`src/common/rob_pkg.sv`:
```
// ========================================
// rob package
// widths, writeback kind codes and the
// writeback info word shared by the ROB
// ========================================

package rob_pkg;

  // ========================================
  // widths
  // ========================================

  // pc and info word width
  localparam int PC_W = 32;

  // allocation, writeback and commit lanes
  localparam int LANES = 2;

  // writeback kind field width
  localparam int KIND_W = 2;

  // exception view field widths
  localparam int ECODE_W = 8;
  localparam int TVAL_W  = PC_W - ECODE_W;

  // ========================================
  // writeback kind codes
  // ========================================

  // plain completion
  localparam logic [KIND_W-1:0] WB_NORMAL    = 2'd0;
  // branch resolved to a new target
  localparam logic [KIND_W-1:0] WB_REDIRECT  = 2'd1;
  // faulting entry, never retired
  localparam logic [KIND_W-1:0] WB_EXCEPTION = 2'd2;

  // ========================================
  // writeback info word
  // ========================================

  // one word, read by kind
  // redirect uses the target view,
  // exception uses ecode and tval
  typedef union packed {
    logic [PC_W-1:0] target;
    struct packed {
      logic [ECODE_W-1:0] ecode;
      logic [TVAL_W-1:0]  tval;
    } exc;
  } rob_info_u;

endpackage

```
`src/rob/rob_commit_select.sv`:
```
// ========================================
// rob commit select
// in-order commit masks for the two head
// slots and flush request detection
// ========================================

`timescale 1ns/1ps

module rob_commit_select #(
  parameter int ROB_DEPTH = 8
) (
  input  logic                                           running,
  input  logic [$clog2(ROB_DEPTH):0]                     count,
  input  logic                                           slot0_complete,
  input  logic                                           slot0_is_branch,
  input  logic [rob_pkg::KIND_W-1:0]                     slot0_kind,
  input  logic [rob_pkg::PC_W-1:0]                       slot0_pc,
  input  rob_pkg::rob_info_u                             slot0_info,
  input  logic                                           slot1_complete,
  input  logic                                           slot1_is_branch,
  input  logic [rob_pkg::KIND_W-1:0]                     slot1_kind,
  input  logic [rob_pkg::PC_W-1:0]                       slot1_pc,
  output logic [rob_pkg::LANES-1:0]                      commit_valid,
  output logic [rob_pkg::LANES-1:0][rob_pkg::PC_W-1:0]   commit_pc,
  output logic                                           flush_req,
  output logic [rob_pkg::KIND_W-1:0]                     flush_kind,
  output rob_pkg::rob_info_u                             flush_info
);

  import rob_pkg::*;

  localparam int CNT_W = $clog2(ROB_DEPTH) + 1;

  logic live0;
  logic live1;
  logic normal0;
  logic normal1;
  logic redirect0;
  logic except0;
  logic br_pair;

  // slot is live when it lies below the occupancy
  assign live0 = count > CNT_W'(0);
  assign live1 = count > CNT_W'(1);

  assign normal0   = slot0_kind == WB_NORMAL;
  assign normal1   = slot1_kind == WB_NORMAL;
  assign redirect0 = slot0_kind == WB_REDIRECT;
  assign except0   = slot0_kind == WB_EXCEPTION;

  // only one branch retires per cycle
  assign br_pair = slot0_is_branch && slot1_is_branch;

  // ========================================
  // commit masks
  // ========================================

  // exception at the head is never retired
  assign commit_valid[0] = running && live0 && slot0_complete && (normal0 || redirect0);

  // redirect at slot 0 commits alone
  assign commit_valid[1] = commit_valid[0] && normal0 && live1 && slot1_complete &&
                           normal1 && !br_pair;

  assign commit_pc[0] = slot0_pc;
  assign commit_pc[1] = slot1_pc;

  // ========================================
  // flush request
  // ========================================

  assign flush_req  = running && live0 && slot0_complete && (redirect0 || except0);
  assign flush_kind = slot0_kind;
  assign flush_info = slot0_info;

endmodule

```
`src/rob/rob_entry_array.sv`:
```
// ========================================
// rob entry array
// per-entry pc, branch flag, completion,
// kind and info, read at the head slots
// ========================================

`timescale 1ns/1ps

module rob_entry_array #(
  parameter int ROB_DEPTH = 8
) (
  input  logic                                               clk,
  input  logic                                               rst_n,
  input  logic                                               running,
  // allocation
  input  logic [rob_pkg::LANES-1:0]                          alloc_we,
  input  logic [$clog2(ROB_DEPTH)-1:0]                       tail,
  input  logic [rob_pkg::LANES-1:0][rob_pkg::PC_W-1:0]       alloc_pc,
  input  logic [rob_pkg::LANES-1:0]                          alloc_is_branch,
  // writeback
  input  logic [rob_pkg::LANES-1:0]                          wb_valid,
  input  logic [rob_pkg::LANES-1:0][$clog2(ROB_DEPTH)-1:0]   wb_idx,
  input  logic [rob_pkg::LANES-1:0][rob_pkg::KIND_W-1:0]     wb_kind,
  input  rob_pkg::rob_info_u [rob_pkg::LANES-1:0]            wb_info,
  // head read
  input  logic [$clog2(ROB_DEPTH)-1:0]                       head,
  output logic                                               slot0_complete,
  output logic                                               slot0_is_branch,
  output logic [rob_pkg::KIND_W-1:0]                         slot0_kind,
  output logic [rob_pkg::PC_W-1:0]                           slot0_pc,
  output rob_pkg::rob_info_u                                 slot0_info,
  output logic                                               slot1_complete,
  output logic                                               slot1_is_branch,
  output logic [rob_pkg::KIND_W-1:0]                         slot1_kind,
  output logic [rob_pkg::PC_W-1:0]                           slot1_pc,
  output rob_pkg::rob_info_u                                 slot1_info
);

  import rob_pkg::*;

  localparam int IDX_W = $clog2(ROB_DEPTH);

  // ========================================
  // storage
  // ========================================

  logic [PC_W-1:0]    pc_mem   [ROB_DEPTH];
  logic [KIND_W-1:0]  kind_mem [ROB_DEPTH];
  rob_info_u          info_mem [ROB_DEPTH];
  logic [ROB_DEPTH-1:0] br_mem;
  logic [ROB_DEPTH-1:0] complete_q;

  logic [LANES-1:0][IDX_W-1:0] alloc_slot;
  logic [LANES-1:0]            wb_we;
  logic [IDX_W-1:0]            head_nxt;

  // lane i lands at tail + i, wrapping with the index width
  always_comb begin
    for (int i = 0; i < LANES; i++) begin
      alloc_slot[i] = tail + IDX_W'(i);
    end
  end

  // writebacks dropped outside RUN
  assign wb_we    = wb_valid & {LANES{running}};
  assign head_nxt = head + IDX_W'(1);

  // ========================================
  // write
  // ========================================

  // completion flags
  always_ff @(posedge clk or negedge rst_n) begin
    if (!rst_n) begin
      complete_q <= '0;
    end else begin
      for (int i = 0; i < LANES; i++) begin
        if (alloc_we[i]) begin
          complete_q[alloc_slot[i]] <= 1'b0;
        end
      end
      for (int i = 0; i < LANES; i++) begin
        if (wb_we[i]) begin
          complete_q[wb_idx[i]] <= 1'b1;
        end
      end
    end
  end

  // entry payload
  always_ff @(posedge clk) begin
    for (int i = 0; i < LANES; i++) begin
      if (alloc_we[i]) begin
        pc_mem[alloc_slot[i]] <= alloc_pc[i];
        br_mem[alloc_slot[i]] <= alloc_is_branch[i];
      end
    end
    for (int i = 0; i < LANES; i++) begin
      if (wb_we[i]) begin
        kind_mem[wb_idx[i]] <= wb_kind[i];
        info_mem[wb_idx[i]] <= wb_info[i];
      end
    end
  end

  // ========================================
  // head slots
  // ========================================

  assign slot0_complete  = complete_q[head];
  assign slot0_is_branch = br_mem[head];
  assign slot0_kind      = kind_mem[head];
  assign slot0_pc        = pc_mem[head];
  assign slot0_info      = info_mem[head];

  assign slot1_complete  = complete_q[head_nxt];
  assign slot1_is_branch = br_mem[head_nxt];
  assign slot1_kind      = kind_mem[head_nxt];
  assign slot1_pc        = pc_mem[head_nxt];
  assign slot1_info      = info_mem[head_nxt];

endmodule

```
`src/rob/rob_occupancy_counter.sv`:
```
// ========================================
// rob occupancy counter
// head and tail pointers with wrap bit,
// occupancy and allocation acceptance
// ========================================

`timescale 1ns/1ps

module rob_occupancy_counter #(
  parameter int ROB_DEPTH = 8
) (
  input  logic                          clk,
  input  logic                          rst_n,
  input  logic                          running,
  input  logic                          clear,
  input  logic [rob_pkg::LANES-1:0]     alloc_valid,
  input  logic [rob_pkg::LANES-1:0]     commit_valid,
  output logic                          alloc_ready,
  output logic [rob_pkg::LANES-1:0]     alloc_we,
  output logic [$clog2(ROB_DEPTH)-1:0]  tail,
  output logic [$clog2(ROB_DEPTH)-1:0]  head,
  output logic [$clog2(ROB_DEPTH):0]    count
);

  import rob_pkg::*;

  localparam int IDX_W = $clog2(ROB_DEPTH);
  localparam int PTR_W = IDX_W + 1;

  // pointers carry one extra wrap bit
  logic [PTR_W-1:0] head_q;
  logic [PTR_W-1:0] tail_q;
  logic [PTR_W-1:0] n_alloc;
  logic [PTR_W-1:0] n_commit;

  // occupancy straight from the pointer distance
  assign count = tail_q - head_q;

  // room for a full allocation group
  assign alloc_ready = running && (count <= PTR_W'(ROB_DEPTH - 2));
  assign alloc_we    = alloc_valid & {LANES{alloc_ready}};

  assign tail = tail_q[IDX_W-1:0];
  assign head = head_q[IDX_W-1:0];

  always_comb begin
    n_alloc  = '0;
    n_commit = '0;
    for (int i = 0; i < LANES; i++) begin
      n_alloc  = n_alloc + PTR_W'(alloc_we[i]);
      n_commit = n_commit + PTR_W'(commit_valid[i]);
    end
  end

  always_ff @(posedge clk or negedge rst_n) begin
    if (!rst_n) begin
      head_q <= '0;
      tail_q <= '0;
    end else if (clear) begin
      // flush empties the buffer
      head_q <= '0;
      tail_q <= '0;
    end else begin
      head_q <= head_q + n_commit;
      tail_q <= tail_q + n_alloc;
    end
  end

endmodule

```
`src/verilog/rob_flush_fsm.sv`:
```
// ========================================
// rob flush state machine
// run, flush and recover with a recovery
// timer and redirect pc decode
// ========================================

`timescale 1ns/1ps

module rob_flush_fsm #(
  parameter int                         RECOVER_CYCLES = 2,
  parameter logic [rob_pkg::PC_W-1:0]   EXC_BASE       = 32'h8000_0000
) (
  input  logic                          clk,
  input  logic                          rst_n,
  input  logic                          flush_req,
  input  logic [rob_pkg::KIND_W-1:0]    flush_kind,
  input  rob_pkg::rob_info_u            flush_info,
  output logic                          running,
  output logic                          flush,
  output logic [rob_pkg::PC_W-1:0]      flush_pc
);

  import rob_pkg::*;

  localparam int TMR_W = $clog2(RECOVER_CYCLES + 1);

  localparam logic [1:0] ST_RUN     = 2'd0;
  localparam logic [1:0] ST_FLUSH   = 2'd1;
  localparam logic [1:0] ST_RECOVER = 2'd2;

  logic [1:0]        state_q;
  logic [TMR_W-1:0]  timer_q;
  logic [KIND_W-1:0] kind_q;
  rob_info_u         info_q;

  // ========================================
  // state and recovery timer
  // ========================================

  always_ff @(posedge clk or negedge rst_n) begin
    if (!rst_n) begin
      state_q <= ST_RUN;
      timer_q <= '0;
    end else begin
      case (state_q)
        ST_RUN: begin
          if (flush_req) begin
            state_q <= ST_FLUSH;
          end
        end
        ST_FLUSH: begin
          // one strobe cycle, then hold off allocation
          state_q <= ST_RECOVER;
          timer_q <= TMR_W'(RECOVER_CYCLES - 1);
        end
        ST_RECOVER: begin
          if (timer_q == '0) begin
            state_q <= ST_RUN;
          end else begin
            timer_q <= timer_q - TMR_W'(1);
          end
        end
        default: begin
          state_q <= ST_RUN;
        end
      endcase
    end
  end

  // head entry captured at the request
  always_ff @(posedge clk) begin
    if (state_q == ST_RUN && flush_req) begin
      kind_q <= flush_kind;
      info_q <= flush_info;
    end
  end

  // ========================================
  // outputs
  // ========================================

  assign running = state_q == ST_RUN;
  assign flush   = state_q == ST_FLUSH;

  // redirect takes the target, exception goes to the vector
  assign flush_pc = (kind_q == WB_REDIRECT) ? info_q.target :
                    EXC_BASE + PC_W'({info_q.exc.ecode, 2'b00});

endmodule

```
`src/verilog/rob_top.sv`:
```
// ========================================
// rob top
// reorder buffer with dual allocation,
// writeback, commit and flush recovery
// ========================================

`timescale 1ns/1ps

module rob_top #(
  parameter int                         ROB_DEPTH      = 8,
  parameter int                         RECOVER_CYCLES = 2,
  parameter logic [rob_pkg::PC_W-1:0]   EXC_BASE       = 32'h8000_0000
) (
  input  logic                                               clk,
  input  logic                                               rst_n,
  // allocation
  input  logic [rob_pkg::LANES-1:0]                          alloc_valid,
  input  logic [rob_pkg::LANES-1:0][rob_pkg::PC_W-1:0]       alloc_pc,
  input  logic [rob_pkg::LANES-1:0]                          alloc_is_branch,
  output logic                                               alloc_ready,
  output logic [rob_pkg::LANES-1:0][$clog2(ROB_DEPTH)-1:0]   alloc_idx,
  // writeback
  input  logic [rob_pkg::LANES-1:0]                          wb_valid,
  input  logic [rob_pkg::LANES-1:0][$clog2(ROB_DEPTH)-1:0]   wb_idx,
  input  logic [rob_pkg::LANES-1:0][rob_pkg::KIND_W-1:0]     wb_kind,
  input  rob_pkg::rob_info_u [rob_pkg::LANES-1:0]            wb_info,
  // commit
  output logic [rob_pkg::LANES-1:0]                          commit_valid,
  output logic [rob_pkg::LANES-1:0][rob_pkg::PC_W-1:0]       commit_pc,
  // flush
  output logic                                               flush,
  output logic [rob_pkg::PC_W-1:0]                           flush_pc
);

  import rob_pkg::*;

  localparam int IDX_W = $clog2(ROB_DEPTH);

  logic                 running;
  logic [LANES-1:0]     alloc_we;
  logic [IDX_W-1:0]     tail;
  logic [IDX_W-1:0]     head;
  logic [IDX_W:0]       count;
  logic                 flush_req;
  logic [KIND_W-1:0]    flush_kind;
  rob_info_u            flush_info;

  logic                 s0_complete;
  logic                 s1_complete;
  logic                 s0_is_branch;
  logic                 s1_is_branch;
  logic [KIND_W-1:0]    s0_kind;
  logic [KIND_W-1:0]    s1_kind;
  logic [PC_W-1:0]      s0_pc;
  logic [PC_W-1:0]      s1_pc;
  rob_info_u            s0_info;

  // index handed back to dispatch per lane
  for (genvar i = 0; i < LANES; i++) begin : g_alloc_idx
    assign alloc_idx[i] = tail + IDX_W'(i);
  end

  rob_occupancy_counter #(.ROB_DEPTH(ROB_DEPTH)) u_counter (
    .clk, .rst_n, .running, .clear(flush), .alloc_valid, .commit_valid,
    .alloc_ready, .alloc_we, .tail, .head, .count
  );

  rob_entry_array #(.ROB_DEPTH(ROB_DEPTH)) u_array (
    .clk, .rst_n, .running, .alloc_we, .tail, .alloc_pc, .alloc_is_branch,
    .wb_valid, .wb_idx, .wb_kind, .wb_info, .head,
    .slot0_complete(s0_complete), .slot0_is_branch(s0_is_branch),
    .slot0_kind(s0_kind), .slot0_pc(s0_pc), .slot0_info(s0_info),
    .slot1_complete(s1_complete), .slot1_is_branch(s1_is_branch),
    .slot1_kind(s1_kind), .slot1_pc(s1_pc), .slot1_info()
  );

  rob_commit_select #(.ROB_DEPTH(ROB_DEPTH)) u_commit (
    .running, .count,
    .slot0_complete(s0_complete), .slot0_is_branch(s0_is_branch),
    .slot0_kind(s0_kind), .slot0_pc(s0_pc), .slot0_info(s0_info),
    .slot1_complete(s1_complete), .slot1_is_branch(s1_is_branch),
    .slot1_kind(s1_kind), .slot1_pc(s1_pc),
    .commit_valid, .commit_pc, .flush_req, .flush_kind, .flush_info
  );

  rob_flush_fsm #(.RECOVER_CYCLES(RECOVER_CYCLES), .EXC_BASE(EXC_BASE)) u_flush (
    .clk, .rst_n, .flush_req, .flush_kind, .flush_info, .running, .flush, .flush_pc
  );

endmodule
```
`config.mk`:
```
export PLATFORM = sky130hd
export DESIGN_NAME = rob_top
export DESIGN_NICKNAME = d
export VERILOG_FILES = /design/src/common/rob_pkg.sv /design/src/rob/rob_commit_select.sv /design/src/rob/rob_entry_array.sv /design/src/rob/rob_occupancy_counter.sv /design/src/verilog/rob_flush_fsm.sv /design/src/verilog/rob_top.sv
export SDC_FILE = /design/constraint.sdc
export NUM_CORES = 1
export LEC_CHECK = 0
export ABC_AREA = 1
export BUFFER_PORTS_ARGS = -buffer_cell sky130_fd_sc_hd__buf_2
export CORE_ASPECT_RATIO = 1.2
export CORE_MARGIN = 2
export CORE_UTILIZATION = 45
export CTS_CLUSTER_SIZE = 40
export DETAILED_ROUTE_END_ITERATION = 7
export SLEW_MARGIN = 30
export SYNTH_ARGS = -nofsm -noshare
export SYNTH_HDL_FRONTEND = slang
export SYNTH_SLANG_ARGS = --single-unit
```
`constraint.sdc`:
```
create_clock -name clk -period 9 [get_ports clk]
set_clock_uncertainty 0.1 [all_clocks]
set_input_delay 1.35 -clock clk [delete_from_list [all_inputs] [get_ports clk]]
set_output_delay 1.35 -clock clk [all_outputs]
set_load 0.01 [all_outputs]
```
==> flow_summary.json <==
{
  "hold_path_depth": 2,
  "cp_common_cell": "buf_4",
  "die_w_um": 248.5,
  "drv_cap": 0,
  "status": "finished clean",
  "startpoint_type": "flip-flop",
  "clockBufferDepth": 3,
  "drt_iter0_markers": 2345,
  "rsz0062_at_grt": "no",
  "dp.final_hpwl_mm": 58.94,
  "avgSynthCellArea_sq_um": 8.584,
  "crit_fanout": 161,
  "period_needed_ps": 5866,
  "postCtsHoldBufs": 0,
  "async_flop_share_pct": 3.390,
  "max_stage_delay_ps": 820,
  "end_kind": "output port",
  "drc_errors": 0,
  "ant_nets": 0,
  "yosysTopAreaCell": "edfxtp_1",
  "clk_pin_slew_ps": 60,
  "cts_sinks": 590,
  "overflow": 0,
  "cp_data_required_time_ps": 7550,
  "setup_violations": 0,
  "yosys_warnings": 0,
  "grt_use_total_pct": 26.78,
  "core-area_sq_um": 70960,
  "synth_ff_type": "edfxtp_1",
  "rr_worst_depth": 15,
  "dr.pass1.iters": 6,
  "cts.repair.resized": 0,
  "worstHoldEndpoint": "u_flush.timer_q[0]",
  "slew_headroom_pct": 29.83,
  "place_area_sq_um": 33470,
  "rows": 107,
  "timing.reg2reg.setup_slack_ps": 4000,
  "timing.rr.start": "u_counter.head_q[0]",
  "synthTopCellsByArea": "edfxtp_1 (52%), o21ai_0 (11%), nand2_1 (9.5%)",
  "fin_area_sq_um": 35540,
  "ys_seq_area_share_pct": 54.33,
  "period_share_pct": 65.18,
  "gp_congestion": 0.8376,
  "syn_inst": 3760,
  "chipHeight_um": 297.4,
  "postCtsSetupBuffers": 0,
  "holdWs_ps": 380.3,
  "via_per_inst": 5.640,
  "grt_pass1_wl_mm": 152.7,
  "slew_violations": 0,
  "cts_root_buf": "clkbuf_16",
  "initial_core_util_pct": 45.49,
  "power.density_nw_per_um2": 329.9,
  "drive_gt1_share_pct": 11.58,
  "synth_commonest_cells": "nand2_1 (813), o21ai_0 (709), edfxtp_1 (562)",
  "synth.net_count": 3923,
  "rr_endpoint": "u_counter.head_q[1]",
  "cts_tree": "built",
  "hold_path.class": "reg -> reg",
  "htreeDepth": 3,
  "cts_inserted_buffers": 67,
  "worstSkewPairLatency_ps": 610,
  "die_area_sq_um": 73890,
  "dp_slack_ps": 3778,
  "netlist.area_leader.share_pct": 52.29,
  "arrival_ps": 4420,
  "p_leak_uw": 0.01449,
  "syn_to_final_growth_pct": 10.12,
  "ioPinCount": 252,
  "path_cells": "buf_4, inv_8, buf_4, o21ai_0, nand2_1, nor2_1, a31oi_1, buf_2",
  "vias": 26810,
  "grt_pass1_vias": 25530,
  "finalSetupTns_ps": 0,
  "hold_viol_final": 0,
  "hold_start": "u_flush.timer_q[0]",
  "fmax_mhz": 170.5,
  "post_drt_wl_per_cell_um": 21.24,
  "worst_pin_slew_ps": 1053,
  "port_buffers": 251,
  "synth.most_common_cell": "nand2_1",
  "ir_worst_vdd_mv": 0.2275,
  "nNetsFinal": 3937,
  "grt_max_degree": 162,
  "crit_slowest_cell": "buf_4",
  "ys_ff_latch": 590,
  "synth_cell_type_count": 40,
  "synth-edff-count": 562,
  "finish.utilization_pct": 50.09,
  "antenna_found_initial": 12,
  "syn-cell-area_sq_um": 32280,
  "criticalPathCategory": "reg -> out",
  "fin_ws_ps": 3134,
  "routed_wl_mm": 101.0
}
through the flow:
| step | instances | power (uW) |
|---|---|---|
| floorplan | 3760 | 7352 |
| global placement | 4629 | 9107 |
| detailed placement | 4630 | 9157 |
| CTS | 4749 | 11780 |
| global route | 4753 | 12470 |
| finish | 4754 | 11730 |
layout by cell type (no fill, tap or decap), types with 3 or more instances in the layout:
cell type / instances
nand2_1: 797
o21ai_0: 709
edfxtp_1: 562
nor2_1: 318
buf_2: 251
inv_1: 246
o21ai_1: 231
a21oi_1: 175
nand3_1: 69
clkbuf_16: 69
o22ai_1: 65
a31oi_1: 64
buf_4: 42
o211ai_1: 36
nand4_1: 28
clkbuf_1: 19
dfrtp_1: 17
clkinv_1: 15
nand2_2: 14
ha_1: 13
nand2_4: 11
nand4_4: 8
clkinv_2: 8
dfxtp_1: 8
o21ai_2: 7
diode_2: 4
inv_6: 4
inv_2: 4
inv_4: 3
fa_1: 3
dfrtp_4: 3
logic make-up (layout without fill, tap and decap cells):
| kind of cell | Yosys count | count (layout) | synth area share [%] |
|---|---|---|---|
| AOI/OAI and AO/OA | 1287 | 1287 | 20.82 |
| xor gates and xnor gates | 3 | 3 | 0.08142 |
| adders and majority gates | 17 | 17 | 0.7288 |
| buffers and inverters | 607 | 671 | 8.443 |
| DFF | 590 | 590 | 54.33 |
| other | 0 | 4 | 0 |
| and+or+nand+nor | 1256 | 1256 | 15.60 |
worst max-delay path: cells and delay by family, from the launching register on:
kind | cells | cell delay, ps
flip-flops | 1 | 720
AND/OR/NAND/NOR | 2 | 150
buffers and inverters | 4 | 2190
AO/OA/AOI/OAI | 2 | 690
layer usage:
| layer | vias up | track usage [%] | share of wire, % |
|---|---|---|---|
| li1 | 13010 | - | - |
| met3 | 199 | 3.964 | 6.6 |
| met1 | 12590 | 32.30 | 39 |
| met4 | 10 | 10.12 | 3.1 |
| met5 | - | 0 | 0.068 |
| met2 | 1004 | 48.12 | 51 |
worst max-delay path by stage:
stage / startpoint / endpoint / cells past startpoint
after floorplan: u_counter.head_q[1] / u_flush.info_q[0] / 13
final: u_counter.head_q[0] / commit_pc[61] / 8
after global routing: u_counter.head_q[0] / commit_pc[29] / 8
after global placement: u_counter.head_q[0] / commit_valid[1] / 11
after CTS: u_counter.head_q[0] / commit_valid[1] / 11
after detailed placement: u_counter.head_q[0] / commit_valid[1] / 11
state kept, by name, summed over array words and instances (netlist names):
register,flops
u_array.info_mem,256
u_array.pc_mem,256
u_flush.info_q,32
u_array.kind_mem,16
u_array.br_mem,8
u_array.complete_q,8
u_counter.head_q,4
u_counter.tail_q,4
u_flush.kind_q,2
u_flush.state_q,2
u_flush.timer_q,2
cell type report:
cell class,count,area [sq um]
antenna,4,10.01
clock buffer,89,1812
clock inverter,30,219.0
fill,6775,35410
inverter,256,980.9
multi-input combinational,2563,12180
sequential,590,17550
tap,926,1159
timing repair buffer,296,1630
report_power, final:
group          leakage [uW]  internal, uW  switching [uW]  total (uW)
Sequential          0.00542          3690             292        3980
Clock              0.000989          1480            1130        2610
Combinational       0.00809          1500            3630        5130
No activity file was read; power rests on OpenSTA's default activity.
